--- src/design/sa_cfg.svh ---
`ifndef SA_CFG_SVH
`define SA_CFG_SVH

////////////////////
// array shape
////////////////////

// features per row, lanes per column
`define SA_ROWS 16
// filters, one per column
`define SA_COLS 4
// feature and weight width
`define SA_DATA_W 8
// column result width, wraps modulo 2^16
`define SA_RES_W 16

////////////////////
// memories and load path
////////////////////

`define SA_BEAT_W 32
`define SA_BEATS_PER_ROW 4
`define SA_FEAT_DEPTH 16
`define SA_WGT_DEPTH 4

// read request to column result: read, multiply, 4 tree levels
`define SA_PIPE_LAT 6

`define SA_FIFO_DEPTH 8

`endif
--- src/design/sa_pkg.sv ---
`include "sa_cfg.svh"

package sa_pkg;

    // one DRAM beat, is_wgt selects the weight memory
    typedef struct packed {
        logic                  is_wgt;
        logic [`SA_BEAT_W-1:0] data;
    } load_beat_t;

    // lane k sits at bits 8k+7 down to 8k
    typedef struct packed {
        logic [`SA_ROWS-1:0][`SA_DATA_W-1:0] lane;
    } mem_row_t;

    // rows to process, 1 to SA_FEAT_DEPTH
    typedef struct packed {
        logic [$clog2(`SA_FEAT_DEPTH+1)-1:0] num_rows;
    } job_req_t;

    // column c at bits 16c+15 down to 16c
    typedef struct packed {
        logic                               last;
        logic [$clog2(`SA_FEAT_DEPTH)-1:0]  row_idx;
        logic [`SA_COLS-1:0][`SA_RES_W-1:0] sum;
    } result_t;

endpackage

--- src/design/dram_row_packer.sv ---
`timescale 1ns/1ps
`include "sa_cfg.svh"

module dram_row_packer
    import sa_pkg::*;
(
    input  logic                               clk_i,
    input  logic                               rd_weight_rst,
    input  logic                               load_valid_i,
    input  load_beat_t                         load_beat_i,
    input  logic                               busy_i,
    output logic                               load_ready_o,
    output logic                               feat_we_o,
    output logic [$clog2(`SA_FEAT_DEPTH)-1:0]  feat_waddr_o,
    output logic                               wgt_we_o,
    output logic [$clog2(`SA_WGT_DEPTH)-1:0]   wgt_waddr_o,
    output mem_row_t                           row_o
);

    localparam int BCNT_W = $clog2(`SA_BEATS_PER_ROW);
    localparam logic [BCNT_W-1:0] LAST_BEAT = BCNT_W'(`SA_BEATS_PER_ROW - 1);
    localparam int ROW_W = $bits(mem_row_t);

    logic [BCNT_W-1:0] beat_cnt_q;
    logic              tgt_q;
    logic              we_q;
    logic              busy_q;
    mem_row_t          row_q;
    logic              accept;

    assign load_ready_o = !busy_i;
    assign accept       = load_valid_i && load_ready_o;

    // new beats enter at the top, so beat 0 ends in lanes 0..3
    always_ff @(posedge clk_i or posedge rd_weight_rst) begin
        if (rd_weight_rst) begin
            beat_cnt_q <= '0;
            tgt_q      <= 1'b0;
            we_q       <= 1'b0;
            row_q      <= '0;
        end else begin
            we_q <= accept && (beat_cnt_q == LAST_BEAT);
            if (accept) begin
                row_q      <= {load_beat_i.data, row_q[ROW_W-1:`SA_BEAT_W]};
                beat_cnt_q <= beat_cnt_q + 1'b1;
                if (beat_cnt_q == '0) begin
                    tgt_q <= load_beat_i.is_wgt;
                end
            end
        end
    end

    // per target write pointers, rewound at job start
    always_ff @(posedge clk_i or posedge rd_weight_rst) begin
        if (rd_weight_rst) begin
            busy_q       <= 1'b0;
            feat_waddr_o <= '0;
            wgt_waddr_o  <= '0;
        end else begin
            busy_q <= busy_i;
            if (busy_i && !busy_q) begin
                feat_waddr_o <= '0;
                wgt_waddr_o  <= '0;
            end else if (we_q && tgt_q) begin
                wgt_waddr_o <= wgt_waddr_o + 1'b1;
            end else if (we_q) begin
                feat_waddr_o <= feat_waddr_o + 1'b1;
            end
        end
    end

    assign feat_we_o = we_q && !tgt_q;
    assign wgt_we_o  = we_q && tgt_q;
    assign row_o     = row_q;

    // a row comes from one target only
    a_row_target: assert property (@(posedge clk_i) disable iff (rd_weight_rst)
        accept && (beat_cnt_q != '0) |-> load_beat_i.is_wgt == tgt_q);

endmodule

--- config.mk ---
export PLATFORM = sky130hd
export DESIGN_NAME = dram_row_packer
export DESIGN_NICKNAME = d
export VERILOG_FILES = /design/src/design/sa_pkg.sv /design/src/design/dram_row_packer.sv
export VERILOG_INCLUDE_DIRS = /design/src /design/src/design
export SDC_FILE = /design/constraint.sdc
export NUM_CORES = 1
export LEC_CHECK = 0
export ABC_AREA = 0
export BUFFER_PORTS_ARGS = -buffer_cell sky130_fd_sc_hd__buf_2
export CORE_MARGIN = 4
export CORE_UTILIZATION = 55
export DETAILED_ROUTE_END_ITERATION = 7
export GPL_ROUTABILITY_DRIVEN = 1
export GPL_TIMING_DRIVEN = 1
export HOLD_SLACK_MARGIN = 0.05
export PLACE_DENSITY = 0.87
export SYNTH_ARGS = -nofsm -noshare
export SYNTH_HDL_FRONTEND = slang
export SYNTH_SLANG_ARGS = --single-unit
--- constraint.sdc ---
create_clock -name clk_i -period 6.1 [get_ports clk_i]
set_input_delay 0.61 -clock clk_i [delete_from_list [all_inputs] [get_ports clk_i]]
set_output_delay 0.61 -clock clk_i [all_outputs]
set_load 0.02 [all_outputs]
==> flow_summary.toml, run 1 <==
[outcome]
outcome = "finished clean"

[power_and_ir_drop]
switching_share = 0.323
p_int_mw = 2.27
power_density_nw_per_um2 = 478
power_frac_clock = 0.300
seqPwrFrac = 0.407
vdd_drop_max_mv = 0.234
p_sw_mw = 1.09
combPwrFrac = 0.294
leakage_nw = 3.52

[die]
die_h_um = 108
die-area_um2 = 11700
coreArea_um2 = 9770
rows = 36
initial_utilization = 0.563
ioPinCount = 174
die-width_um = 108

[timing]
hold_violations = 0
worst_hold_slack_ns = 0.185
worst_pin_slew_ns = 0.916
timing.final.crit_share = 0.379
fmax_mhz = 432
setup_viol_count_final = 0
finalWorstSetupSlack_ns = 3.79
clock-skew-final_ns = 0.00679
setup_tns_ns = 0
rsz0062_at_grt = "false"
fin_crit_ns = 2.31
maxSlewViolCount = 0
maxSlewHeadroom = 0.388

[critical_path]
crit_path_top_delay_cell = "buf_4"
path_buf_inv = 2
cp.required_ns = 6.48
critPathMaxStageDelay_ns = 0.79
path_max_fanout = 50
cp.depth = 4
crit_chain = "buf_2, nor2b_4, buf_4, mux2_2"
worstSetupPathType = "in2reg"
startpoint_type = "input port"
crit_family = "buffers and inverters"
reg2reg_depth = 3
cp.arrival_ns = 2.69
crit_path_end_kind = "flip-flop"

[yosys]
yosysTopAreaCell = "dfrtp_1"
ys_ff_latch = 139
synth_cells = 317
yosys_warnings = 0
synth-seq-area-share = 0.632
synth.area.top_cells = "dfrtp_1, mux2_4, mux2_2, buf_6, ha_1"
yosysUniqueCellTypes = 19
yosys.area.top_type_share = 0.632
yosys-top-cells-count = "dfrtp_1, mux2_4, mux2_2, buf_6, buf_2"
synth_ff_type = "dfrtp_1"
synth.most_common_cell = "dfrtp_1"
syn_nets = 357
async_flop_share = 1.00
synthesis.area_um2 = 5510
synth_edf_count = 0
syn_avg_cell_area_um2 = 17.4

[clock_network]
cts_buffer_depth = 2
cts_made_buffers = 17
insertion_delay_ns = 0.50
htree_levels = 4
clkTransAtPathRegs_ns = 0.05
cts_setup_buffers = 0
root_buffer = "clkbuf_8"
cts_sinks = 139
hold_buffers = 0
cts_tree = "built"
cts_resized = 0

[layout]
finalInstanceArea_um2 = 7030
drive_gt1_frac = 0.656
diodes = 0
fin_nets = 537
syn_to_final_growth_pct = 27.7
utilization = 0.720

[place]
dp_hpwl_um = 7320
io_buffers = 173
place_area_um2 = 6450
gp_congestion = 0.751
pre_cts_ws_ns = 3.27

[grt]
overflow = 0
grt_max_degree = 75
grt_pass1_wl_um = 17400
antenna_found_initial = 0
track_usage = 0.191
grt_pass1_vias = 3475

[worst_hold_path]
hold_path_class = "in2async"

[routing]
vias_per_cell = 5.02
drtIter0Drc = 101
drtPass1Iterations = 4
drcViolationCount = 0
wl_um = 10700
wl_per_cell_um = 16.7
ant_nets = 0
route.vias.total = 3221

[job]
maxCapViolCount = 0
-- worst paths after layout --
path / from / to / slack [ns]
min in group clk_i: busy_i / busy_q / 0.28
worst max-delay path: busy_i / row_o[42] / 3.79
worst min-delay path: rd_weight_rst / row_o[94] / 0.18
max in group asynchronous: rd_weight_rst / row_o[20] / 4.59
worst min register to register: row_o[7] / row_o[7] / 0.50
worst max register to register: tgt_q / feat_waddr_o[3] / 4.85
-- worst reg2reg max path, stage by stage (launching register included) --
cell,delay (ns)
dfrtp_1,0.43
nand2b_1,0.23
or3_1,0.37
a21oi_1,0.15
-- per-stage QoR --
step,std cells,total power [mW]
2_1_floorplan,317,2.00
3_3_place_gp,611,2.33
3_5_place_dp,611,2.37
4_1_cts,642,3.39
5_1_grt,642,3.52
6_report,642,3.36
-- registers in the layout (all words and copies together), names as in the netlist --
register and count:
beat_cnt_q 2, busy_q 1, feat_waddr_o 4, row_o 128, tgt_q 1, we_q 1
wgt_waddr_o 2
-- final cells by class --
class                           count  area [um2]
Fill cell                         641        2740
Tap cell                          133         166
Clock buffer                       24         470
Multi-Input combinational cell    158        1890
Timing Repair Buffer              176         888
Clock inverter                      7         114
Inverter                            5        23.8
Sequential cell                   139        3480
-- placed cells by master, fill, tap and decap left out, drive strengths merged --
master	netlist	routed
nand2b	1	1
mux2	129	129
inv	5	5
nor2	5	5
ha	3	3
a21oi	2	2
bufinv	0	3
clkinv	0	4
dfrtp	139	139
clkbuf	0	24
xor2	2	2
and2	2	2
nand3	2	2
nand3b	1	1
xnor2	3	3
nand2	4	4
nor2b	1	1
or3	1	1
o21ai	2	2
buf	15	176
-- power by group through the flow --
stage               Sequential, mW  Clock [mW]  Combinational (mW)
floorplan                     1.66           0               0.346
global placement              1.36           0               0.970
detailed placement            1.38           0               0.996
CTS                           1.37        1.02                1.00
global route                  1.40        1.07                1.05
finish                        1.37        1.01               0.986
-- logic make-up (layout without fill, tap and decap cells) --
family,Yosys count,in the layout,share of synthesized area
buffers and inverters,20,212,0.0261
DFF,139,139,0.632
adders and majority gates,3,3,0.00682
muxes,129,129,0.309
xor gates and xnor gates,5,5,0.00795
and+or+nand+nor,17,17,0.0150
AOI/OAI and AO/OA,4,4,0.00364
-- metal layers --
| layer | global-route usage | up-vias | share of wire |
|---|---|---|---|
| li1 | - | 1459 | - |
| met5 | 0 | - | 0 |
| met2 | 0.309 | 123 | 0.49 |
| met4 | 0.0766 | 0 | 0.013 |
| met3 | 0.0513 | 11 | 0.070 |
| met1 | 0.247 | 1628 | 0.42 |
(Power assumes the default switching activity.)
==> run 2, diff against run 1 <==
- CORE_UTILIZATION: 55 -> 51
- PLACE_DENSITY: 0.87 -> 0.82
- clock period: 6.1 -> 2.22 ns (I/O delays scaled with it)
==> flow_summary.toml, run 2 (synthesized netlist as in run 1, its figures left out) <==
[outcome]
outcome = "finished clean"

[worst_hold_path]
min_from = "load_valid_i"
hold-path-endpoint = "row_o[68]"
hold_path_class = "in2reg"
hold_path_depth = 3

[power_and_ir_drop]
power_density_nw_per_um2 = 1250
vdd_drop_max_mv = 0.772
leakage_nw = 3.67

[timing]
worst_hold_slack_ns = 0.225
rsz0062_at_grt = "false"
clock-skew-final_ns = 0.0111
worst_pin_slew_ns = 0.679
setup_tns_ns = 0
finalWorstSetupSlack_ns = 0.587
maxSlewViolCount = 0
fin_crit_ns = 1.63
hold_violations = 0
timing.final.crit_share = 0.736
setup_viol_count_final = 0
maxSlewHeadroom = 0.546
fmax_mhz = 612

[place]
gp_congestion = 0.814
pre_cts_ws_ns = 0.653
io_buffers = 173
place_area_um2 = 6520
dp_hpwl_um = 7600

[critical_path]
regToRegEndpoint = "feat_waddr_o[3]"
cp.depth = 3
critPathMaxStageDelay_ns = 0.40
crit_path_top_delay_cell = "dfrtp_1"
reg2reg_depth = 3
crit_path_end_kind = "output pin"
reg2reg_slack_ns = 1.01
crit_chain = "nand2b_1, inv_1, buf_2"
cp.arrival_ns = 1.41
cp.required_ns = 2.00
crit_family = "flip-flops"
startpoint_type = "flip-flop"
path_buf_inv = 2
r2r-start = "tgt_q"
path_max_fanout = 5
worstSetupPathType = "reg2out"

[routing]
wl_per_cell_um = 17.0
drcViolationCount = 0
vias_per_cell = 5.02
route.vias.total = 3431
wl_um = 11600
ant_nets = 0
drtPass1Iterations = 4
drtIter0Drc = 198

[layout]
utilization = 0.716
finalInstanceArea_um2 = 7460
diodes = 0
drive_gt1_frac = 0.618
syn_to_final_growth_pct = 35.4
largest_reg_flops = 128
final_common_cell = "buf_2"
fin_nets = 574
final_cell_mix = "buf_2, dfrtp_1, mux2_4"

[die]
initial_utilization = 0.529
die-width_um = 112
rows = 37
die_h_um = 112
die-area_um2 = 12500
ioPinCount = 174
coreArea_um2 = 10400

[clock_network]
cts_setup_buffers = 0
cts_sinks = 139
cts_tree = "built"
clkTransAtPathRegs_ns = 0.06
htree_levels = 4
cts_made_buffers = 17
cts_buffer_depth = 2
insertion_delay_ns = 0.50
root_buffer = "clkbuf_8"

[grt]
grt_pass1_wl_um = 19200
grt_max_degree = 58
antenna_found_initial = 0
overflow = 0
grt_pass1_vias = 3734
track_usage = 0.191

[job]
maxCapViolCount = 0
-- run 2: where the power goes --
group / internal (mW) / leakage, nW / switching (mW) / total [mW]
Combinational: 1.26 / 1.74 / 1.51 / 2.77
Sequential: 3.25 / 1.66 / 0.530 / 3.78
Clock: 1.73 / 0.273 / 1.06 / 2.78
-- run 2: area by class of cell --
cell class | instances | area [um2]
Clock inverter | 12 | 164
Fill cell | 699 | 2960
Clock buffer | 20 | 425
Sequential cell | 139 | 3480
Tap cell | 136 | 170
Timing Repair Buffer | 213 | 1300
Inverter | 5 | 22.5
Multi-Input combinational cell | 158 | 1890
-- run 2: worst min-delay path: cells and delay by family --
kind	cells	cell delay [ns]
buffers and inverters	1	0.10
multiplexers	1	0.20
AND/OR/NAND/NOR	1	0.17
-- run 2: timing repair --
item                      in CTS  in global routing
gates resized for setup        0                  0
hold buffers                  35                  0
hold endpoints to repair      61                  0
-- run 2: worst max path at each step --
stage / start / to / slack [ns]
finish: tgt_q / feat_we_o / 0.59
detailed placement: busy_i / row_o[33] / 0.65
CTS: tgt_q / feat_we_o / 0.57
floorplan: rd_weight_rst / beat_cnt_q[0] / 0.26
global route: tgt_q / feat_we_o / 0.47
global placement: busy_i / tgt_q / 0.68
-- run 2: metal layers --
metal,track usage,wire (um)
met1,0.248,4930
met4,0.0608,146
met5,0,0
met2,0.315,5880
met3,0.0505,673
-- run 2: stage by stage --
stage | cells | power (mW)
floorplan | 317 | 5.51
global placement | 616 | 6.43
detailed placement | 616 | 6.53
CTS | 683 | 9.41
global route | 683 | 9.78
finish | 683 | 9.33
