File: config.mk
export PLATFORM = sky130hd
export DESIGN_NAME = sa_controller
export DESIGN_NICKNAME = d
export VERILOG_FILES = /design/src/design/sa_pkg.sv /design/src/design/sa_controller.sv
export VERILOG_INCLUDE_DIRS = /design/src /design/src/design
export SDC_FILE = /design/constraint.sdc
export NUM_CORES = 1
export LEC_CHECK = 0
export BUFFER_PORTS_ARGS = -buffer_cell sky130_fd_sc_hd__buf_2
export CAP_MARGIN = 25
export CORE_ASPECT_RATIO = 0.9
export CORE_UTILIZATION = 40
export CTS_CLUSTER_DIAMETER = 60
export DETAILED_ROUTE_END_ITERATION = 8
export PLACE_DENSITY = 0.81
export SYNTH_ARGS = -nofsm -noshare
export SYNTH_HDL_FRONTEND = slang
export SYNTH_SLANG_ARGS = --single-unit
File: constraint.sdc
create_clock -name clk_i -period 3.7 [get_ports clk_i]
set_clock_uncertainty 0.15 [all_clocks]
set_input_delay 0.555 -clock clk_i [delete_from_list [all_inputs] [get_ports clk_i]]
set_output_delay 0.555 -clock clk_i [all_outputs]
set_load 0.02 [all_outputs]
File: src/design/sa_cfg.svh
`ifndef SA_CFG_SVH
`define SA_CFG_SVH

////////////////////
// array shape
////////////////////

// features per row, lanes per column
`define SA_ROWS 16
// filters, one per column
`define SA_COLS 4
// feature and weight width
`define SA_DATA_W 8
// column result width, wraps modulo 2^16
`define SA_RES_W 16

////////////////////
// memories and load path
////////////////////

`define SA_BEAT_W 32
`define SA_BEATS_PER_ROW 4
`define SA_FEAT_DEPTH 16
`define SA_WGT_DEPTH 4

// read request to column result: read, multiply, 4 tree levels
`define SA_PIPE_LAT 6

`define SA_FIFO_DEPTH 8

`endif
File: src/design/sa_pkg.sv
`include "sa_cfg.svh"

package sa_pkg;

    // one DRAM beat, is_wgt selects the weight memory
    typedef struct packed {
        logic                  is_wgt;
        logic [`SA_BEAT_W-1:0] data;
    } load_beat_t;

    // lane k sits at bits 8k+7 down to 8k
    typedef struct packed {
        logic [`SA_ROWS-1:0][`SA_DATA_W-1:0] lane;
    } mem_row_t;

    // rows to process, 1 to SA_FEAT_DEPTH
    typedef struct packed {
        logic [$clog2(`SA_FEAT_DEPTH+1)-1:0] num_rows;
    } job_req_t;

    // column c at bits 16c+15 down to 16c
    typedef struct packed {
        logic                               last;
        logic [$clog2(`SA_FEAT_DEPTH)-1:0]  row_idx;
        logic [`SA_COLS-1:0][`SA_RES_W-1:0] sum;
    } result_t;

endpackage

File: src/design/sa_controller.sv
`timescale 1ns/1ps
`include "sa_cfg.svh"

module sa_controller
    import sa_pkg::*;
(
    input  logic                                 clk_i,
    input  logic                                 rd_weight_rst,
    input  logic                                 job_valid_i,
    input  job_req_t                             job_i,
    input  logic                                 sum_valid_i,
    input  logic [`SA_COLS*`SA_RES_W-1:0]        sums_i,
    input  logic [$clog2(`SA_FIFO_DEPTH+1)-1:0]  fifo_count_i,
    output logic                                 job_ready_o,
    output logic                                 busy_o,
    output logic                                 feat_re_o,
    output logic [$clog2(`SA_FEAT_DEPTH)-1:0]    feat_raddr_o,
    output logic                                 wgt_re_o,
    output logic [$clog2(`SA_WGT_DEPTH)-1:0]     wgt_raddr_o,
    output logic [`SA_COLS-1:0]                  wgt_load_o,
    output logic                                 feat_valid_o,
    output logic                                 fifo_push_o,
    output result_t                              fifo_data_o
);

    localparam int ROW_W = $clog2(`SA_FEAT_DEPTH + 1);
    localparam int WA_W  = $clog2(`SA_WGT_DEPTH);
    localparam logic [WA_W-1:0] LAST_WGT = WA_W'(`SA_WGT_DEPTH - 1);

    localparam logic [1:0] S_IDLE   = 2'd0;
    localparam logic [1:0] S_WFETCH = 2'd1;
    localparam logic [1:0] S_STREAM = 2'd2;

    logic [1:0]       state_q;
    logic [ROW_W-1:0] num_rows_q;
    logic [WA_W-1:0]  wcnt_q;
    logic [ROW_W-1:0] issued_q;
    logic [ROW_W-1:0] done_q;
    logic [ROW_W-1:0] in_flight;
    logic [ROW_W:0]   occupancy;
    logic             last_row;

    ////////////////////
    // credit and issue
    ////////////////////

    // rows in the pipe still need a FIFO slot
    assign in_flight = issued_q - done_q;
    assign occupancy = (ROW_W+1)'(fifo_count_i) + (ROW_W+1)'(in_flight);

    assign job_ready_o  = (state_q == S_IDLE);
    assign busy_o       = !job_ready_o;
    assign wgt_re_o     = (state_q == S_WFETCH);
    assign wgt_raddr_o  = wcnt_q;
    assign feat_re_o    = (state_q == S_STREAM) && (issued_q < num_rows_q)
                          && (occupancy < `SA_FIFO_DEPTH);
    assign feat_raddr_o = issued_q[$clog2(`SA_FEAT_DEPTH)-1:0];

    // label results in completion order
    assign last_row            = (done_q == num_rows_q - 1'b1);
    assign fifo_push_o         = sum_valid_i;
    assign fifo_data_o.sum     = sums_i;
    assign fifo_data_o.row_idx = done_q[$clog2(`SA_FEAT_DEPTH)-1:0];
    assign fifo_data_o.last    = last_row;

    always_ff @(posedge clk_i or posedge rd_weight_rst) begin
        if (rd_weight_rst) begin
            state_q      <= S_IDLE;
            num_rows_q   <= '0;
            wcnt_q       <= '0;
            issued_q     <= '0;
            done_q       <= '0;
            wgt_load_o   <= '0;
            feat_valid_o <= 1'b0;
        end else begin
            // weight row and feature row land one cycle after the read
            wgt_load_o   <= wgt_re_o ? (`SA_COLS'(1) << wcnt_q) : '0;
            feat_valid_o <= feat_re_o;
            case (state_q)
                S_IDLE: begin
                    if (job_valid_i) begin
                        num_rows_q <= job_i.num_rows;
                        wcnt_q     <= '0;
                        issued_q   <= '0;
                        done_q     <= '0;
                        state_q    <= S_WFETCH;
                    end
                end
                S_WFETCH: begin
                    wcnt_q <= wcnt_q + 1'b1;
                    if (wcnt_q == LAST_WGT) begin
                        state_q <= S_STREAM;
                    end
                end
                S_STREAM: begin
                    if (feat_re_o) begin
                        issued_q <= issued_q + 1'b1;
                    end
                    if (sum_valid_i) begin
                        done_q <= done_q + 1'b1;
                        if (last_row) begin
                            state_q <= S_IDLE;
                        end
                    end
                end
                default: state_q <= S_IDLE;
            endcase
        end
    end

    // credit scheme keeps the FIFO from overflowing
    a_no_push_full: assert property (@(posedge clk_i) disable iff (rd_weight_rst)
        fifo_push_o |-> fifo_count_i < `SA_FIFO_DEPTH);

endmodule

==> reports/results.tsv, run 1 <==
metric	value	unit
WHS	0.317	ns
Synth warnings	0	
H-tree levels	1	
Final min period	3.54	ns
share of cells above drive strength 1	22.8	%
post-place setup slack	0.234	ns
Synth top area share	28.9	%
DR pass1 iterations	4	
fmax	282	MHz
final setup vio count	0	
placed insts	256	
CP top delay family	simple AND/OR/NAND/NOR gates	
pwr dens	641	nW/um^2
fill count	507	
Peak VDD IR	0.398	mV
top cells by area, synth	dfrtp_1, buf_4, ha_1, xnor2_1, inv_1	
non-filler instance count after layout	262	
Overall Global Routing Usage	14.7	%
global-route wire length before repair	6260	um
cell accounting for the most synthesized area	dfrtp_1	
Synth Register Bits	24	
Storage cell area	603	um^2
DP HPWL	2930	um
CP bufs+invs	3	
Post-Synth Adder-Cell Area	11.8	%
synthesized area	2080	um^2
clk buf depth	2	
post-route setup slack	0.158	ns
critical path required time	2.99	ns
Core Area	4920	um^2
RSZ-0062 raised after global routing	false	
final period utilization	95.7	%
synthesized net count	331	
multi-input logic area	867	um^2
critical path cell sequence	inv_1 -> ha_1 -> inv_1 -> fa_1 -> xor2_1 -> ha_1 -> or4b_1 -> nor3_4 -> nand4b_4 -> nor2_2 -> buf_4	
root buf cell	clkbuf_8	
number of max-cap violations	0	
Hold Vio Cnt, Final	0	
routed len/inst	14.8	um
fin. max-slew vios	0	
outcome	finished clean	
vias in the first global route	1296	
EDFF count, synth	0	
Nets	294	
simple-gate portion of the synthesized area	14.3	%
total grt overflow	0	
Residual DRC	0	
Pleak	0.916	nW
Routed Antenna Nets	0	
antenna violations before repair	0	
worst path arrival time	2.84	ns
Area Growth Syn to Fin	-10.9	%
slowest stage cell, crit path	or4b_1	
Synth Area in XOR/XNOR	4.63	%
DR vias/cell	5.06	
setup TNS	0	ns
final WL	3870	um
largest family of logic cells by synthesized area	buffers and inverters	
IO Port Bufs	33	
Die Y	70.4	um
largest net degree at the start of global routing	25	
initial core utilization	42.3	%
Vias	1325	
die area	5490	um^2
final core occ	37.6	%
Clk pin slew, worst setup/hold paths	0.09	ns
I/O pin cnt	162	
ys flop type	dfrtp_1	
crit start category	flip-flop	
CTS Buf Count	3	
# rows	24	
mux share of post-synthesis cell area	0.481	%
Mean Syn Cell Area	8.85	um^2
Post-synth ARST share	100	%
Num Clock Sinks	24	
Rel. slew slack	40.2	%
Worst-Margin Slew	0.897	ns
Synth Area in Compound Gates	9.68	%
sequential area share after synthesis	28.9	%
Post-synth top cells	buf_4, dfrtp_1, ha_1	
critical path capture point type	output port	
Initial DRC Count	65	
Worst Hold Class	in2async	
synth unique cells	32	
ant diodes	0	
RePlAce Congestion	0.857	
CTS tree	built	
Crit Path Class	reg2out	
most frequent cell after synthesis	buf_4	
synthesized instance count	235	
critical path's largest stage delay	0.55	ns
die width	78.0	um
CP max FO	4	
clock latency on the worst-skew pair	0.27	ns
logic make-up (layout without fill, tap and decap cells):
logic type | Yosys count | in the layout
fa+ha+maj | 19 | 19
compound gates | 33 | 33
xor+xnor | 11 | 11
mux | 1 | 1
simple gates | 54 | 54
flops | 24 | 24
buf+inv | 93 | 55
worst paths after layout:
check	from	to	slack, ns	cells past startpoint
worst max-delay path	issued_q[0]	feat_re_o	0.16	11
worst min-delay path	rd_weight_rst	wgt_load_o[2]	0.32	2
worst max register to register	issued_q[0]	issued_q[3]	0.38	12
worst min register to register	num_rows_q[4]	num_rows_q[4]	0.45	2
max in group asynchronous	rd_weight_rst	done_q[0]	2.48	2
min in group clk_i	job_i[3]	num_rows_q[3]	0.33	3
layout by cell type, fill, tap and decap left out, types with 2 or more instances in the layout:
| cell type | count |
|---|---|
| o211ai_1 | 2 |
| o31ai_1 | 6 |
| nor2_1 | 7 |
| o21ai_0 | 10 |
| a21o_1 | 3 |
| clkbuf_8 | 4 |
| nand4_1 | 3 |
| o21a_1 | 2 |
| nand2_1 | 15 |
| ha_1 | 18 |
| buf_4 | 4 |
| and2b_1 | 2 |
| or4_1 | 3 |
| inv_1 | 15 |
| dfrtp_1 | 22 |
| xnor2_1 | 8 |
| xor2_1 | 3 |
| a21oi_1 | 8 |
| buf_2 | 32 |
| nand3_1 | 5 |
| and2_1 | 8 |
| nor3_1 | 3 |
| dfrtp_2 | 2 |
flip-flops by register name, indices dropped and copies added, names as in the netlist:
register / flops
done_q: 5
num_rows_q: 5
wgt_load_o: 4
issued_q: 5
wgt_raddr_o: 2
state_q: 2
feat_valid_o: 1
report_power, final:
part	internal (W)	total, W	switching [W]
registers	0.000336	0.000410	0.0000744
logic	0.000240	0.000596	0.000356
clock network	0.0000952	0.000182	0.0000870
total	0.000671	0.00119	0.000518
layer usage:
layer  track usage [%]  up-vias  routed length [um]
met5                 0        -                   0
met4              5.14        0                  87
met3              5.10       19                 275
met2              24.5       53                1870
met1              17.7      625                1630
li1                  -      628                   -
layout make-up:
cell class	count	share of cell area, %
Clock buffer	4	2.97
Inverter	15	3.04
Multi-Input combinational cell	118	46.8
Timing Repair Buffer	36	10.3
Sequential cell	24	32.5
Tap cell	65	4.39
stage by stage:
step	cell area [um^2]	total power [W]
2_1_floorplan	2080	0.000946
3_3_place_gp	1760	0.000966
3_5_place_dp	1760	0.000986
4_1_cts	1840	0.00118
5_1_grt	1850	0.00130
6_report	1850	0.00119
repair_timing:
item / CTS / global route
setup buffers: 1 / 1
gates resized for setup: 3 / 3
hold buffers: 0 / 0
pin swaps: 2 / 1
setup endpoints to repair: 1 / 1
(Power assumes the default switching activity.)
==> run 2: changes to the inputs <==
REMOVE_ABC_BUFFERS = 1   (was unset)
==> run 2 against run 1 <==
Net effect:
- clock power increased by 27%
- design area increased by 1.1%
- highest routed layer is now met5
- cell count increased by 0.38%
- setup slack got worse by 0.011 ns
- largest cell class unchanged
- flip-flop and latch count unchanged
- via count increased by 13%
- sequential share of layout area decreased by 0.35 points
- wire length increased by 120%
- total power increased by 4.6%
==> reports/results.tsv, run 2 (synthesized netlist as in run 1, its figures left out) <==
metric	value	unit
outcome	finished clean	
CTS tree	built	
Vias	1493	
initial core utilization	42.3	%
fin. max-slew vios	0	
Clk pin slew, worst setup/hold paths	0.09	ns
antenna violations before repair	0	
clock latency on the worst-skew pair	0.27	ns
Worst Hold Class	in2async	
placed insts	256	
fmax	281	MHz
critical path capture point type	output port	
Final min period	3.55	ns
Comb pwr share	49.0	%
WHS	0.329	ns
number of max-cap violations	0	
Initial DRC Count	104	
Die Y	70.4	um
pwr dens	663	nW/um^2
slowest stage cell, crit path	or4b_1	
setup TNS	0	ns
DR pass1 iterations	5	
global-route wire length before repair	12000	um
Nets	295	
root buf cell	clkbuf_8	
DR vias/cell	5.68	
CP top delay family	simple AND/OR/NAND/NOR gates	
crit start category	flip-flop	
final core occ	38.0	%
Rel. slew slack	38.3	%
Pleak	0.929	nW
CTS Buf Count	3	
Worst-Margin Slew	0.924	ns
Overall Global Routing Usage	32.7	%
RSZ-0062 raised after global routing	false	
switching pwr	0.000519	W
Area Growth Syn to Fin	-9.98	%
I/O pin cnt	162	
P_int	0.000723	W
Core Area	4920	um^2
Num Clock Sinks	24	
# rows	24	
die area	5490	um^2
total grt overflow	0	
Net Sw Frac	41.8	%
Routed Antenna Nets	0	
Crit Path Class	reg2out	
final WL	8700	um
Peak VDD IR	0.332	mV
largest net degree at the start of global routing	25	
Residual DRC	0	
H-tree levels	1	
DP HPWL	7660	um
vias in the first global route	1514	
RePlAce Congestion	0.947	
clk buf depth	2	
IO Port Bufs	33	
# hold bufs at CTS	0	
critical path required time	2.99	ns
share of cells above drive strength 1	23.7	%
Clk network pwr share	18.6	%
most common cell after layout, fill and taps aside	buf_2	
ant diodes	0	
die width	78.0	um
Flop pwr share	32.3	%
Design Power	0.00124	W
non-filler instance count after layout	263	
final setup vio count	0	
CP max FO	2	
routed len/inst	33.1	um
CP bufs+invs	3	
critical path's largest stage delay	0.54	ns
commonest non-fill, non-tap cells in the layout	buf_2, dfrtp_1, ha_1	
biggest regs	done_q x5, issued_q x5, num_rows_q x5	
final period utilization	96.0	%
worst path arrival time	2.85	ns
critical path cell sequence	inv_1 -> ha_1 -> inv_1 -> fa_2 -> xor2_1 -> ha_1 -> or4b_1 -> nor3_2 -> nand4b_4 -> nor2_2 -> buf_4	
Hold Vio Cnt, Final	0	
-- run 2: area by class of cell --
class	count	area (um^2)
Timing Repair Buffer	37	198
Tap cell	65	81.3
Clock inverter	1	30.0
Fill cell	507	3050
Sequential cell	24	603
Inverter	15	56.3
Clock buffer	3	41.3
Multi-Input combinational cell	118	863
-- run 2: metrics by stage --
| stage | worst slack (ns) | area (um^2) |
|---|---|---|
| final | 0.147 | 1870 |
| after global routing | 0.0455 | 1870 |
| after CTS | 0.0123 | 1860 |
| after detailed placement | 0.187 | 1760 |
| after global placement | 0.353 | 1760 |
| after floorplan | 0.239 | 1510 |
-- run 2: final timing paths --
check | start | end | slack (ns) | depth (start not counted)
max | issued_q[0] | feat_re_o | 0.15 | 11
min | rd_weight_rst | done_q[3] | 0.33 | 2
max reg2reg | issued_q[0] | issued_q[4] | 0.35 | 12
min reg2reg | done_q[0] | done_q[0] | 0.35 | 1
max in group asynchronous | rd_weight_rst | issued_q[0] | 2.44 | 2
min in group clk_i | job_i[4] | num_rows_q[4] | 0.33 | 3
-- run 2: power by group through the flow --
stage	registers (W)	logic (W)	clock network, W
finish	0.000402	0.000609	0.000232
global route	0.000413	0.000689	0.000245
CTS	0.000405	0.000598	0.000237
detailed placement	0.000414	0.000573	0
global placement	0.000412	0.000552	0
floorplan	0.000445	0.000368	0
-- run 2: timing repair --
item,4_1_cts,5_1_grt
buffers inserted,2,1
endpoints found under the hold margin,0,0
setup endpoints to repair,1,1
gates resized for setup,4,2
pin swaps,2,1
-- run 2: routing by layer --
metal	GRT usage [%]	wire (um)	part of all wire, %	vias up
met3	38.7	2260	26	30
met5	16.0	101	1.2	-
met4	15.6	507	5.8	4
li1	-	-	-	633
met1	21.4	2000	23	656
met2	51.7	3830	44	170
