## src/design/sa_cfg.svh

```systemverilog
`ifndef SA_CFG_SVH
`define SA_CFG_SVH

////////////////////
// array shape
////////////////////

// features per row, lanes per column
`define SA_ROWS 16
// filters, one per column
`define SA_COLS 4
// feature and weight width
`define SA_DATA_W 8
// column result width, wraps modulo 2^16
`define SA_RES_W 16

////////////////////
// memories and load path
////////////////////

`define SA_BEAT_W 32
`define SA_BEATS_PER_ROW 4
`define SA_FEAT_DEPTH 16
`define SA_WGT_DEPTH 4

// read request to column result: read, multiply, 4 tree levels
`define SA_PIPE_LAT 6

`define SA_FIFO_DEPTH 8

`endif
```

## src/design/sa_pkg.sv

```systemverilog
`include "sa_cfg.svh"

package sa_pkg;

    // one DRAM beat, is_wgt selects the weight memory
    typedef struct packed {
        logic                  is_wgt;
        logic [`SA_BEAT_W-1:0] data;
    } load_beat_t;

    // lane k sits at bits 8k+7 down to 8k
    typedef struct packed {
        logic [`SA_ROWS-1:0][`SA_DATA_W-1:0] lane;
    } mem_row_t;

    // rows to process, 1 to SA_FEAT_DEPTH
    typedef struct packed {
        logic [$clog2(`SA_FEAT_DEPTH+1)-1:0] num_rows;
    } job_req_t;

    // column c at bits 16c+15 down to 16c
    typedef struct packed {
        logic                               last;
        logic [$clog2(`SA_FEAT_DEPTH)-1:0]  row_idx;
        logic [`SA_COLS-1:0][`SA_RES_W-1:0] sum;
    } result_t;

endpackage

```

## src/design/result_fifo.sv

```systemverilog
`timescale 1ns/1ps
`include "sa_cfg.svh"

module result_fifo
    import sa_pkg::*;
(
    input  logic                                clk_i,
    input  logic                                rd_weight_rst,
    input  logic                                push_i,
    input  result_t                             push_data_i,
    input  logic                                res_ready_i,
    output logic                                res_valid_o,
    output result_t                             res_o,
    output logic [$clog2(`SA_FIFO_DEPTH+1)-1:0] count_o
);

    localparam int PTR_W = $clog2(`SA_FIFO_DEPTH);

    result_t          buf_q [`SA_FIFO_DEPTH];
    logic [PTR_W-1:0] wr_ptr_q;
    logic [PTR_W-1:0] rd_ptr_q;
    logic             pop;

    assign res_valid_o = (count_o != '0);
    assign res_o       = buf_q[rd_ptr_q];
    assign pop         = res_valid_o && res_ready_i;

    always_ff @(posedge clk_i or posedge rd_weight_rst) begin
        if (rd_weight_rst) begin
            for (int i = 0; i < `SA_FIFO_DEPTH; i++) buf_q[i] <= '0;
            wr_ptr_q <= '0;
            rd_ptr_q <= '0;
            count_o  <= '0;
        end else begin
            if (push_i) begin
                buf_q[wr_ptr_q] <= push_data_i;
                wr_ptr_q        <= wr_ptr_q + 1'b1;
            end
            if (pop) begin
                rd_ptr_q <= rd_ptr_q + 1'b1;
            end
            // simultaneous push and pop leaves the count alone
            case ({push_i, pop})
                2'b10:   count_o <= count_o + 1'b1;
                2'b01:   count_o <= count_o - 1'b1;
                default: count_o <= count_o;
            endcase
        end
    end

    a_hold_stalled: assert property (@(posedge clk_i) disable iff (rd_weight_rst)
        res_valid_o && !res_ready_i |=> $stable(res_o));

endmodule

```

## config.mk

```make
export PLATFORM = sky130hd
export DESIGN_NAME = result_fifo
export DESIGN_NICKNAME = d
export VERILOG_FILES = /design/src/design/sa_pkg.sv /design/src/design/result_fifo.sv
export VERILOG_INCLUDE_DIRS = /design/src /design/src/design
export SDC_FILE = /design/constraint.sdc
export NUM_CORES = 1
export LEC_CHECK = 0
export BUFFER_PORTS_ARGS = -buffer_cell sky130_fd_sc_hd__buf_2
export CAP_MARGIN = 20
export CORE_UTILIZATION = 40
export DETAILED_ROUTE_END_ITERATION = 8
export RECOVER_POWER = 25
export SLEW_MARGIN = 20
export SYNTH_ARGS = -nofsm -noshare
export SYNTH_HDL_FRONTEND = slang
export SYNTH_SLANG_ARGS = --single-unit
```

## constraint.sdc

```tcl
create_clock -name clk_i -period 24.8 [get_ports clk_i]
set_input_delay 0 -clock clk_i [delete_from_list [all_inputs] [get_ports clk_i]]
set_output_delay 0 -clock clk_i [all_outputs]
set_load 0.005 [all_outputs]
```

==> summary.md, run 1 <==
| Metric | Value |
|---|---|
| First drt pass iteration count | `4` |
| Worst skew pair latency | `~0.6 ns` |
| Total number of H-tree levels | `2` |
| Sequential-to-total area share from yosys stat | `a little under three fifths` |
| Synth area leaders | `dfrtp_1 56%, mux2_2 28%, mux4_2 12%` |
| Hold Path Class | `input pin to register` |
| Clock buffer count from CTS | `slightly above 60` |
| Fin Clk Skew | `between 0.015 and 0.02 ns` |
| DP HPWL | `approximately 32 mm` |
| # clock sinks | `~560` |
| VDD IR max | `69.65 uV` |
| Unrepaired setup endpoints after global routing | `no` |
| Worst Tran Pin Value | `about 4.7 ns` |
| Worst-path fanout max | `roughly 110` |
| Largest net degree at the start of global routing | `106` |
| WL final | `55.76 mm` |
| Mean Syn Cell Area | `roughly 17 um2` |
| Filler cells | `around 5300` |
| Proportion of layout cells with a drive suffix above 1 | `around three fifths` |
| Cell area after synthesis | `about 25000 um2` |
| Iter 0 DRT Violations | `706` |
| Via count | `between 10000 and 15000` |
| Worst hold slack | `around 0.23 ns` |
| Yosys reg bits | `between 500 and 600` |
| Initial Util | `roughly 40%` |
| Max_cap viols | `4` |
| Leading area contributor after synthesis | `dfrtp_1` |
| Clock Path Buffers | `3` |
| Achievable Freq | `0.1529 GHz` |
| Clock transition at path regs | `0.05 ns` |
| Status | `finished, violations left` |
| FF-to-FF path depth | `3` |
| Vias in the first global route | `14940` |
| GP Congestion | `about 0.7` |
| PortBufs | `between 100 and 150` |
| Synth top area share | `between 50% and 60%` |
| Period utilization | `26.37%` |
| Unique cell type count in the Yosys netlist | `30` |
| Failing checks | `max-capacitance violations, max-slew violations` |
| DP Cell Count | `between 2000 and 2500` |
| Setup CP Type | `input pin to asynchronous set/reset pin` |
| Req. time, crit path | `24.59 ns` |
| Setup bufs post-CTS | `0` |
| Worst Hold Depth | `4` |
| Core footprint | `around 60000 um2` |
| Synth-to-Final Area Change | `17.22%` |
| CP arrival | `6.33 ns` |
| Final min period | `6.540 ns` |
| Routed WL per cell | `between 20 and 25 um` |
| # IOs | `between 100 and 150` |
| Die area | `around 64000 um2` |
| GRT Util Overall | `between 10% and 20%` |
| Cts hold-fix bufs | `72` |
| Overflow after GRT | `0` |
| Synth Instances | `between 1000 and 1500` |
| PostCTS Resize Cnt | `0` |
| Post-Layout Cell Count | `between 2000 and 3000` |
| Final Hold Fails | `0` |
| CTS tree | `done` |
| Synthesis warning total | `0` |
| Setup TNS | `0 ns` |
| Nets | `~1800` |
| Clock root cell | `clkbuf_16` |
| Die width | `approximately 250 um` |
| Final setup viols | `0` |
| Slew Limit Fails | `between 300 and 400` |
| LEAKAGE | `between 10 and 15 nW` |
| First-pass GRT wire length | `between 90 and 100 mm` |
| Routed vias/inst | `about 5.3` |
| # rows | `slightly above 90` |
| Initial antenna violation count | `4` |
| Antenna viol nets, final | `0` |
| Critical Path End Type | `asynchronous set/reset pin` |
| Syn_nets | `around 1500` |
| Startpoint Class | `input pin` |
| Worst slew margin | `-212.0%` |
| Final total power | `~4.2 mW` |
| Cell area power density | `about 140 nW/um2` |
| DRC violations left | `0` |
| DIE HEIGHT | `around 250 um` |
cell usage in the layout, fill, tap and decap left out, drive strengths merged, types with 4 or more instances in the layout:
master | netlist | layout
buf | 86 | 170
bufinv | 0 | 6
clkbuf | 13 | 101
clkinv | 0 | 8
clkinvlp | 0 | 4
dfrtp | 562 | 562
dlygate4sd3 | 0 | 72
ha | 5 | 5
inv | 3 | 4
mux2 | 624 | 624
mux4 | 138 | 138
xnor2 | 4 | 4
xor2 | 5 | 5
stage by stage:
| stage | utilization [%] | setup WS, ns | cell area, um2 |
|---|---|---|---|
| 2_1_floorplan | - | 9.083 | 25120 |
| 3_3_place_gp | 42.98 | 21.20 | 26570 |
| 3_5_place_dp | 42.98 | 21.19 | 26570 |
| 4_1_cts | 47.65 | 20.53 | 29460 |
| 5_1_grt | 47.63 | 16.60 | 29440 |
| 6_report | 47.63 | 18.26 | 29440 |
cell type report:
cell class | count | area [um2] | area share, %
repair buffers | 247 | 1655 | 5.622
clock inverters | 19 | 260.3 | 0.8839
clock buffers | 96 | 1911 | 6.489
inverters | 3 | 12.51 | 0.04249
diodes | 1 | 2.502 | 0.008499
flip-flops and latches | 562 | 14070 | 47.80
well taps | 837 | 1047 | 3.557
multi-input cells | 799 | 10480 | 35.60
worst max-delay path: stages:
cell and delay, ns:
dlygate4sd3_1 0.53, buf_2 0.12, clkinvlp_2 2.56, clkbuf_1 2.94
cell usage after synthesis:
library cell / instances
nand3b_1: 1
clkbuf_1: 13
inv_1: 3
dfrtp_1: 562
mux4_2: 135
mux2_2: 624
buf_4: 6
mux4_1: 1
xor2_1: 5
ha_1: 5
buf_2: 56
nor3b_1: 1
a21oi_1: 2
nand4b_1: 3
nor3b_2: 2
nand2_1: 3
xnor2_1: 4
nor2_1: 2
a41oi_1: 1
a211o_1: 1
buf_1: 8
nand3_1: 1
mux4_4: 2
buf_6: 15
or4_1: 1
nand2b_1: 1
nor3_2: 2
buf_8: 1
nand4_1: 1
nand2b_4: 1
power breakdown:
part           switching (mW)  internal (mW)  total, mW
clock                   0.366          0.588      0.954
combinational           0.599           1.01       1.61
sequential              0.269           1.39       1.65
total                    1.23           2.99       4.22
cells by family (layout without fill, tap and decap cells):
logic type                 Yosys count  in the layout  share of synthesized area, %
muxes                              762            762                         40.38
and+or+nand+nor                     19             19                        0.5729
AOI/OAI and AO/OA                    4              4                        0.1096
adders and majority gates            5              5                        0.2491
other                                0              1                             0
xor gates and xnor gates             9              9                        0.3138
DFF                                562            562                         55.99
buffers and inverters              102            365                         2.386
final timing paths:
kind	start	to	slack (ns)
min in group asynchronous	rd_weight_rst	buf_q[435]	1.34
worst max register to register	rd_ptr_q[1]	rd_ptr_q[1]	22.22
worst max-delay path	rd_weight_rst	buf_q[314]	18.26
max in group clk_i	rd_ptr_q[0]	res_o[0]	20.72
worst min register to register	count_o[3]	count_o[3]	0.49
worst min-delay path	res_ready_i	rd_ptr_q[2]	0.23
flip-flops by register name, indices dropped and copies added (netlist names):
name / cells
buf_q: 552
count_o: 4
rd_ptr_q: 3
wr_ptr_q: 3
per-layer routing:
metal	global-route usage, %	share of wire [%]	vias to the layer above
met3	3.275	3.7	79
met1	26.12	47	7411
met2	29.24	48	172
met4	4.450	1.9	6
li1	-	-	5951
met5	0	0.054	-
(Power assumes the default switching activity.)
==> run 2, diff against run 1 <==
--- a/config.mk
+++ b/config.mk
@@ -6,6 +6,7 @@
 export SDC_FILE = /design/constraint.sdc
 export NUM_CORES = 1
 export LEC_CHECK = 0
+export ABC_AREA = 1
 export BUFFER_PORTS_ARGS = -buffer_cell sky130_fd_sc_hd__buf_2
 export CAP_MARGIN = 20
 export CORE_UTILIZATION = 40
==> constraint.sdc (replaced) <==
create_clock -name clk_i -period 6.42 [get_ports clk_i]
set_input_delay 0 -clock clk_i [delete_from_list [all_inputs] [get_ports clk_i]]
set_output_delay 0 -clock clk_i [all_outputs]
set_load 0.005 [all_outputs]
==> run 2 against run 1 <==
The flow still finishes with violations (max-capacitance violations, max-slew violations); utilization down 1.3 points; sequential share of layout area up 1.4 points; register-to-register slack worse by 19 ns; clock skew up 0.0031 ns; hold slack better by 0.0045 ns; wire length up 21%; design area down 2.8%; global-route usage up 3.3 points; critical path type unchanged; critical endpoint is now buf_q[192]; largest cell class unchanged.
==> summary.md, run 2 <==
| Metric | Value |
|---|---|
| Clock buffer count from CTS | `60 (-1.6%)` |
| First-pass GRT wire length | `110.4 mm (+22%)` |
| DRC violations left | `0 (unchanged)` |
| Worst Tran Pin Value | `2.621 ns (-2.033 ns)` |
| Routed vias/inst | `5.165 (-2.8%)` |
| Terminus of the critical flop-to-flop path | `buf_q[249]` |
| # diodes | `0 (-1)` |
| # clock sinks | `562 (unchanged)` |
| Cell area after synthesis | `24950 um2 (-0.69%)` |
| Die width | `251.7 um (-0.34%)` |
| DP HPWL | `35.20 mm (+11%)` |
| PortBufs | `146 (unchanged)` |
| Sequential-to-total area share from yosys stat | `56.38% (+0.39 points)` |
| PostCTS Resize Cnt | `0 (unchanged)` |
| Post-Layout Cell Count | `4025 (+57%)` |
| Syn_nets | `3144 (+100%)` |
| Ys async rst share | `100.0% (unchanged)` |
| Total number of H-tree levels | `2 (unchanged)` |
| Reg2Reg Launch Point | `wr_ptr_q[2]` |
| Clock transition at path regs | `0.06 ns (about the same)` |
| Synth area leaders | `dfrtp_1 56%, o21ai_0 16%, nand2_1 11%` |
| First drt pass iteration count | `5 (+1)` |
| Startpoint Class | `input pin` |
| Nets | `3222 (+84%)` |
| Top flop regs | `buf_q (552), count_o (4)` |
| VDD IR max | `340.3 uV (+390%)` |
| Cts hold-fix bufs | `73 (+1.4%)` |
| Routed WL per cell | `16.82 um (-23%)` |
| Cell area power density | `537.6 nW/um2 (+280%)` |
| Top_reg_cell synth | `dfrtp_1` |
| Yosys reg bits | `562 (unchanged)` |
| Antenna viol nets, final | `0 (unchanged)` |
| # rows | `91 (unchanged)` |
| Worst slew margin | `-74.75% (+140 points)` |
| Largest register FFs | `552 (unchanged)` |
| Mean Syn Cell Area | `8.136 um2 (-53%)` |
| Commonest cells after routing, fill and taps aside | `826 x o21ai_0, 711 x nand2_1, 559 x dfrtp_1, 490 x nor2_1, 145 x buf_2` |
| Via count | `20790 (+53%)` |
| Slew Limit Fails | `261 (-15%)` |
| Iter 0 DRT Violations | `1773 (+150%)` |
| Core footprint | `61710 um2 (-0.18%)` |
| Unrepaired setup endpoints after global routing | `no` |
| Initial antenna violation count | `0 (-4)` |
| # IOs | `147 (unchanged)` |
| Setup bufs post-CTS | `0 (unchanged)` |
| Final min period | `about 3.9 ns` |
| Failing checks | `max-capacitance violations, max-slew violations` |
| Largest net degree at the start of global routing | `199 (+88%)` |
| Cells along the critical path | `dlygate4sd3_1, buf_2, dlygate4sd3_1, clkinvlp_2, clkbuf_1, buf_4` |
| DIE HEIGHT | `251.7 um (-0.34%)` |
| Worst Hold Depth | `4 (unchanged)` |
| Most common cell after layout, fill and taps aside | `o21ai_0` |
| Unique cell type count in the Yosys netlist | `19 (-37%)` |
| Buf+Inv Stages, Crit Path | `6 (+2)` |
| CP peak stage delay | `1.91 ns (-1.03 ns)` |
| Most frequent CP cell | `dlygate4sd3_1` |
| Max_cap viols | `5 (+1)` |
| Proportion of layout cells with a drive suffix above 1 | `8.218% (-52 points)` |
| Filler cells | `6116 (+15%)` |
| Reg area | `14070 um2 (unchanged)` |
| CP arrival | `4.53 ns (-1.80 ns)` |
| Worst hold slack | `0.2384 ns (+0.004453 ns)` |
| EDFF count, synth | `0 (unchanged)` |
| CTS tree | `done` |
| Vias in the first global route | `20080 (+34%)` |
| Top reg by flops | `buf_q` |
| Hold Path Class | `input pin to register` |
| Period utilization | `60.41%` |
| Synth top area share | `56.38% (+0.39 points)` |
| Overflow after GRT | `0 (unchanged)` |
| Critical Path End Type | `asynchronous set/reset pin` |
| Status | `finished, violations left` |
| Count leader, synth | `o21ai_0` |
| Achievable Freq | `approximately 0.26 GHz` |
| Top delay family on crit path | `buffers and inverters` |
| Hold endpoint | `buf_q[43]` |
| Multi-input gate area | `9555 um2 (-8.8%)` |
| DP Cell Count | `3844 (+62%)` |
| Synth-to-Final Area Change | `14.73%` |
| Worst skew pair latency | `0.64 ns (+0.03 ns)` |
| Initial Util | `40.42% (-0.21 points)` |
| GP Congestion | `0.7668 (+10%)` |
| Req. time, crit path | `7.07 ns (-17.52 ns)` |
| Leading area contributor after synthesis | `dfrtp_1` |
| Clock root cell | `clkbuf_16` |
| FF-to-FF path depth | `5 (+2)` |
| LEAKAGE | `13.56 nW (+8.8%)` |
| Final setup viols | `0 (unchanged)` |
| Final Hold Fails | `0 (unchanged)` |
| Hold_sp | `push_data_i[43]` |
| Synthesis warning total | `0 (unchanged)` |
| Slowest-stage cell, CP | `clkbuf_1` |
| WL final | `67.68 mm (+21%)` |
| Worst-path fanout max | `65 (-38%)` |
| Setup CP Type | `input pin to asynchronous set/reset pin` |
| Worst R2R Setup Slack | `2.83 ns (-19.39 ns)` |
| GRT Util Overall | `21.70% (+3.3 points)` |
| Synth Instances | `3066 (+110%)` |
| Fin Clk Skew | `0.01962 ns (+0.003071 ns)` |
| Die area | `63370 um2 (-0.69%)` |
| Commonest cells post-synth | `822 x o21ai_0, 714 x nand2_1, 562 x dfrtp_1` |
| Clock Path Buffers | `3 (unchanged)` |
run 2: changes by cell type after synthesis, moves of 19 or more:
cell,change
clkbuf_1,+106
buf_2,+19
a21oi_1,+68
nor2_1,+487
mux4_2,-135
o21ai_0,+822
nand2_1,+711
mux2_2,-624
o21ai_1,+79
inv_1,+79
run 2: per-layer routing:
| layer | track usage (%) | share of wire (%) | vias up |
|---|---|---|---|
| li1 | - | - | 10130 |
| met1 | 29.90 | 46 | 10030 |
| met2 | 35.68 | 46 | 540 |
| met3 | 3.116 | 5.2 | 95 |
| met4 | 6.045 | 2.2 | 0 |
| met5 | 0 | 0 | - |
run 2: metrics by stage:
| step | worst slack, ns | total power [mW] | utilization (%) | area (um2) | setup TNS [ns] |
|---|---|---|---|---|---|
| 2_1_floorplan | -1.232 | 10.12 | - | 24950 | -692.22 |
| 3_3_place_gp | 3.110 | 11.86 | 42.14 | 26000 | 0 |
| 3_5_place_dp | 3.069 | 12.06 | 42.14 | 26000 | 0 |
| 4_1_cts | 2.381 | 15.52 | 46.38 | 28620 | 0 |
| 5_1_grt | 1.819 | 16.76 | 46.37 | 28620 | 0 |
| 6_report | 2.541 | 15.39 | 46.37 | 28620 | 0 |
run 2: worst max path at each step:
stage	slack, ns	depth (start not counted)	to	from
finish	2.54	6	buf_q[192]	rd_weight_rst
global route	1.82	6	buf_q[260]	rd_weight_rst
detailed placement	3.07	7	res_o[14]	rd_ptr_q[0]
global placement	3.11	7	res_o[9]	rd_ptr_q[0]
floorplan	-1.23	1	buf_q[0]	rd_weight_rst
CTS	2.38	7	res_o[8]	rd_ptr_q[0]
run 2: area by class of cell:
type	count	area share, %
Sequential cell	562	49.18
Multi-Input combinational cell	2193	33.39
Clock buffer	90	6.025
Timing Repair Buffer	243	6.020
Tap cell	837	3.659
Inverter	84	1.154
Clock inverter	16	0.5727
run 2: power breakdown:
group	leakage (nW)	total (mW)	switching, mW	internal [mW]
clock network	0.934	3.35	1.43	1.93
registers	6.99	6.13	0.970	5.16
logic	5.63	5.90	3.78	2.13
run 2: cells by family (layout without fill, tap and decap cells):
family | Yosys count | in the layout | synth area share, %
compound gates | 971 | 971 | 19.48
xor+xnor | 7 | 7 | 0.2458
fa+ha+maj | 5 | 5 | 0.2508
buf+inv | 311 | 433 | 5.357
flops | 562 | 562 | 56.38
simple gates | 1210 | 1210 | 18.29
run 2: tightest hold or removal path, stage by stage:
cell	delay [ns]
dlygate4sd3_1	0.52
buf_2	0.09
inv_1	0.09
a21oi_1	0.14
==> run 3, diff against run 2 <==
==> constraint.sdc (replaced) <==
create_clock -name clk_i -period 3.8 [get_ports clk_i]
set_input_delay 0 -clock clk_i [delete_from_list [all_inputs] [get_ports clk_i]]
set_output_delay 0 -clock clk_i [all_outputs]
set_load 0.005 [all_outputs]
==> run 3 against run 2 <==
The run still ends with max-capacitance violations, max-slew violations left; hold slack got worse by 0.037 ns; sequential share of layout area down 0.71 points; power up 73%; non-clock buffer count grew 20; first-iteration DRC count up 16%; design area increased by 1.5%; clock-buffer cell count grew 1; sequential cell count stayed put; critical endpoint is now buf_q[182].
==> summary.md, run 3 (synthesized netlist as in run 2, its figures left out) <==
| Metric | Value |
|---|---|
| PostCTS Resize Cnt | `0 (unchanged)` |
| VDD IR max | `548.8 uV (+61%)` |
| First-pass GRT wire length | `112.9 mm (+2.2%)` |
| Unrepaired setup endpoints after global routing | `no` |
| CP arrival | `3.18 ns (-1.35 ns)` |
| # clock sinks | `562 (unchanged)` |
| Routed vias/inst | `5.196 (+0.58%)` |
| Failing checks | `max-capacitance violations, max-slew violations` |
| DRC violations left | `0 (unchanged)` |
| Largest net degree at the start of global routing | `146 (-27%)` |
| Initial antenna violation count | `1 (+1)` |
| Slew Limit Fails | `98 (-62%)` |
| Clock buffer count from CTS | `59 (-1.7%)` |
| Req. time, crit path | `4.14 ns (-2.93 ns)` |
| Hold Path Class | `input pin to register` |
| Die area | `63370 um2 (unchanged)` |
| Startpoint Class | `input pin` |
| Top flop regs | `buf_q (552), count_o (4)` |
| Worst Tran Pin Value | `1.945 ns (-0.6765 ns)` |
| Vias in the first global route | `20320 (+1.2%)` |
| Overflow after GRT | `0 (unchanged)` |
| PortBufs | `146 (unchanged)` |
| # diodes | `0 (unchanged)` |
| DP Cell Count | `3867 (+0.60%)` |
| DIE HEIGHT | `251.7 um (unchanged)` |
| Status | `finished, violations left` |
| Post-Layout Cell Count | `4051 (+0.65%)` |
| Worst hold slack | `0.2015 ns (-0.03689 ns)` |
| Most common cell after layout, fill and taps aside | `o21ai_0` |
| Routed WL per cell | `17.10 um (+1.7%)` |
| LEAKAGE | `13.78 nW (+1.6%)` |
| Clock root cell | `clkbuf_16` |
| Initial Util | `40.42% (unchanged)` |
| First drt pass iteration count | `6 (+1)` |
| # rows | `91 (unchanged)` |
| Period utilization | `between 70 and 80%` |
| CTS tree | `done` |
| Worst-path fanout max | `78 (+20%)` |
| Post-layout util | `47.05% (+0.68 points)` |
| Critical Path End Type | `asynchronous set/reset pin` |
| Die width | `251.7 um (unchanged)` |
| Setup bufs post-CTS | `0 (unchanged)` |
| Clock Path Buffers | `3 (unchanged)` |
| Achievable Freq | `~0.35 GHz` |
| Iter 0 DRT Violations | `2049 (+16%)` |
| Core footprint | `61710 um2 (unchanged)` |
| WL final | `69.26 mm (+2.3%)` |
| Setup CP Type | `input pin to asynchronous set/reset pin` |
| Total number of H-tree levels | `2 (unchanged)` |
| FF-to-FF path depth | `6 (+1)` |
| Max_cap viols | `2 (-3)` |
| Fin Clk Skew | `0.02401 ns (+0.004390 ns)` |
| Proportion of layout cells with a drive suffix above 1 | `9.272% (+1.1 points)` |
| # IOs | `147 (unchanged)` |
| Final worst setup slack | `0.9544 ns (-1.587 ns)` |
| Final Hold Fails | `0 (unchanged)` |
| GP Congestion | `0.7813 (+1.9%)` |
| Synth-to-Final Area Change | `16.41%` |
| Final setup viols | `0 (unchanged)` |
| GRT Util Overall | `22.19% (+0.49 points)` |
| Worst slew margin | `-29.65% (+45 points)` |
| Via count | `21050 (+1.2%)` |
| Pre-CTS setup slack | `1.444 ns (-1.625 ns)` |
| Worst skew pair latency | `0.63 ns (about the same)` |
| DP HPWL | `38.49 mm (+9.3%)` |
| Largest register FFs | `552 (unchanged)` |
| Commonest cells after routing, fill and taps aside | `822 x o21ai_0, 708 x nand2_1, 559 x dfrtp_1, 489 x nor2_1, 145 x buf_2` |
| Antenna viol nets, final | `0 (unchanged)` |
| Clock transition at path regs | `0.06 ns (about the same)` |
| Filler cells | `6073 (-0.70%)` |
| Worst Hold Depth | `3 (-1)` |
| Final min period | `about 2.8 ns` |
| Top reg by flops | `buf_q` |
| Cell area power density | `914.7 nW/um2 (+70%)` |
| Nets | `3241 (+0.59%)` |
-- run 3: cell count changes in the layout (fill, tap and decap cells not counted), moves of 4 or more --
cell,delta
o21ai_1,+4
o21ai_0,-4
buf_4,+11
clkbuf_8,+5
buf_12,+13
-- run 3: per-stage QoR --
step	setup TNS, ns	power (mW)	area, um2
6_report	0	26.56	29040
5_1_grt	0	28.84	29040
4_1_cts	0	26.78	29070
3_5_place_dp	0	20.73	26370
3_3_place_gp	0	20.39	26370
2_1_floorplan	-2164.66	17.09	24950
-- run 3: final timing paths --
kind                               start          end  slack [ns]
setup / recovery           rd_weight_rst   buf_q[182]        0.95
hold / removal                    push_i  wr_ptr_q[0]        0.20
setup reg to reg             wr_ptr_q[1]   buf_q[354]        1.43
hold reg to reg               buf_q[471]   buf_q[471]        0.48
max in group clk_i           rd_ptr_q[1]    res_o[63]        0.96
min in group asynchronous  rd_weight_rst    buf_q[72]        0.29
-- run 3: routing by layer --
layer	vias up	routed length (um)	global-route usage, %
li1	10160	-	-
met1	10240	32310	31.49
met2	555	32110	35.71
met3	91	3213	2.703
met4	0	1630	6.324
met5	-	0	0
-- run 3: timing repair --
item                                   in CTS  in global routing
setup endpoints to repair                   0                  0
hold buffers                               72                  0
endpoints found under the hold margin     572                  0
-- run 3: layout make-up --
cell class              count  area, um2  area share, %
clock inverters            21      225.2         0.7756
flip-flops and latches    562      14070          48.47
multi-input cells        2193       9609          33.09
inverters                  84      325.3          1.120
well taps                 837       1047          3.607
repair buffers            263       1999          6.886
clock buffers              91       1757          6.050
-- run 3: power by group --
part,switching (mW),internal (mW)
sequential,1.63,8.71
clock,2.44,3.45
combinational,6.58,3.75
-- run 3: worst max-delay path: stages --
cell	delay, ns
dlygate4sd3_1	0.53
clkbuf_1	0.10
clkinvlp_2	0.91
clkbuf_2	1.56
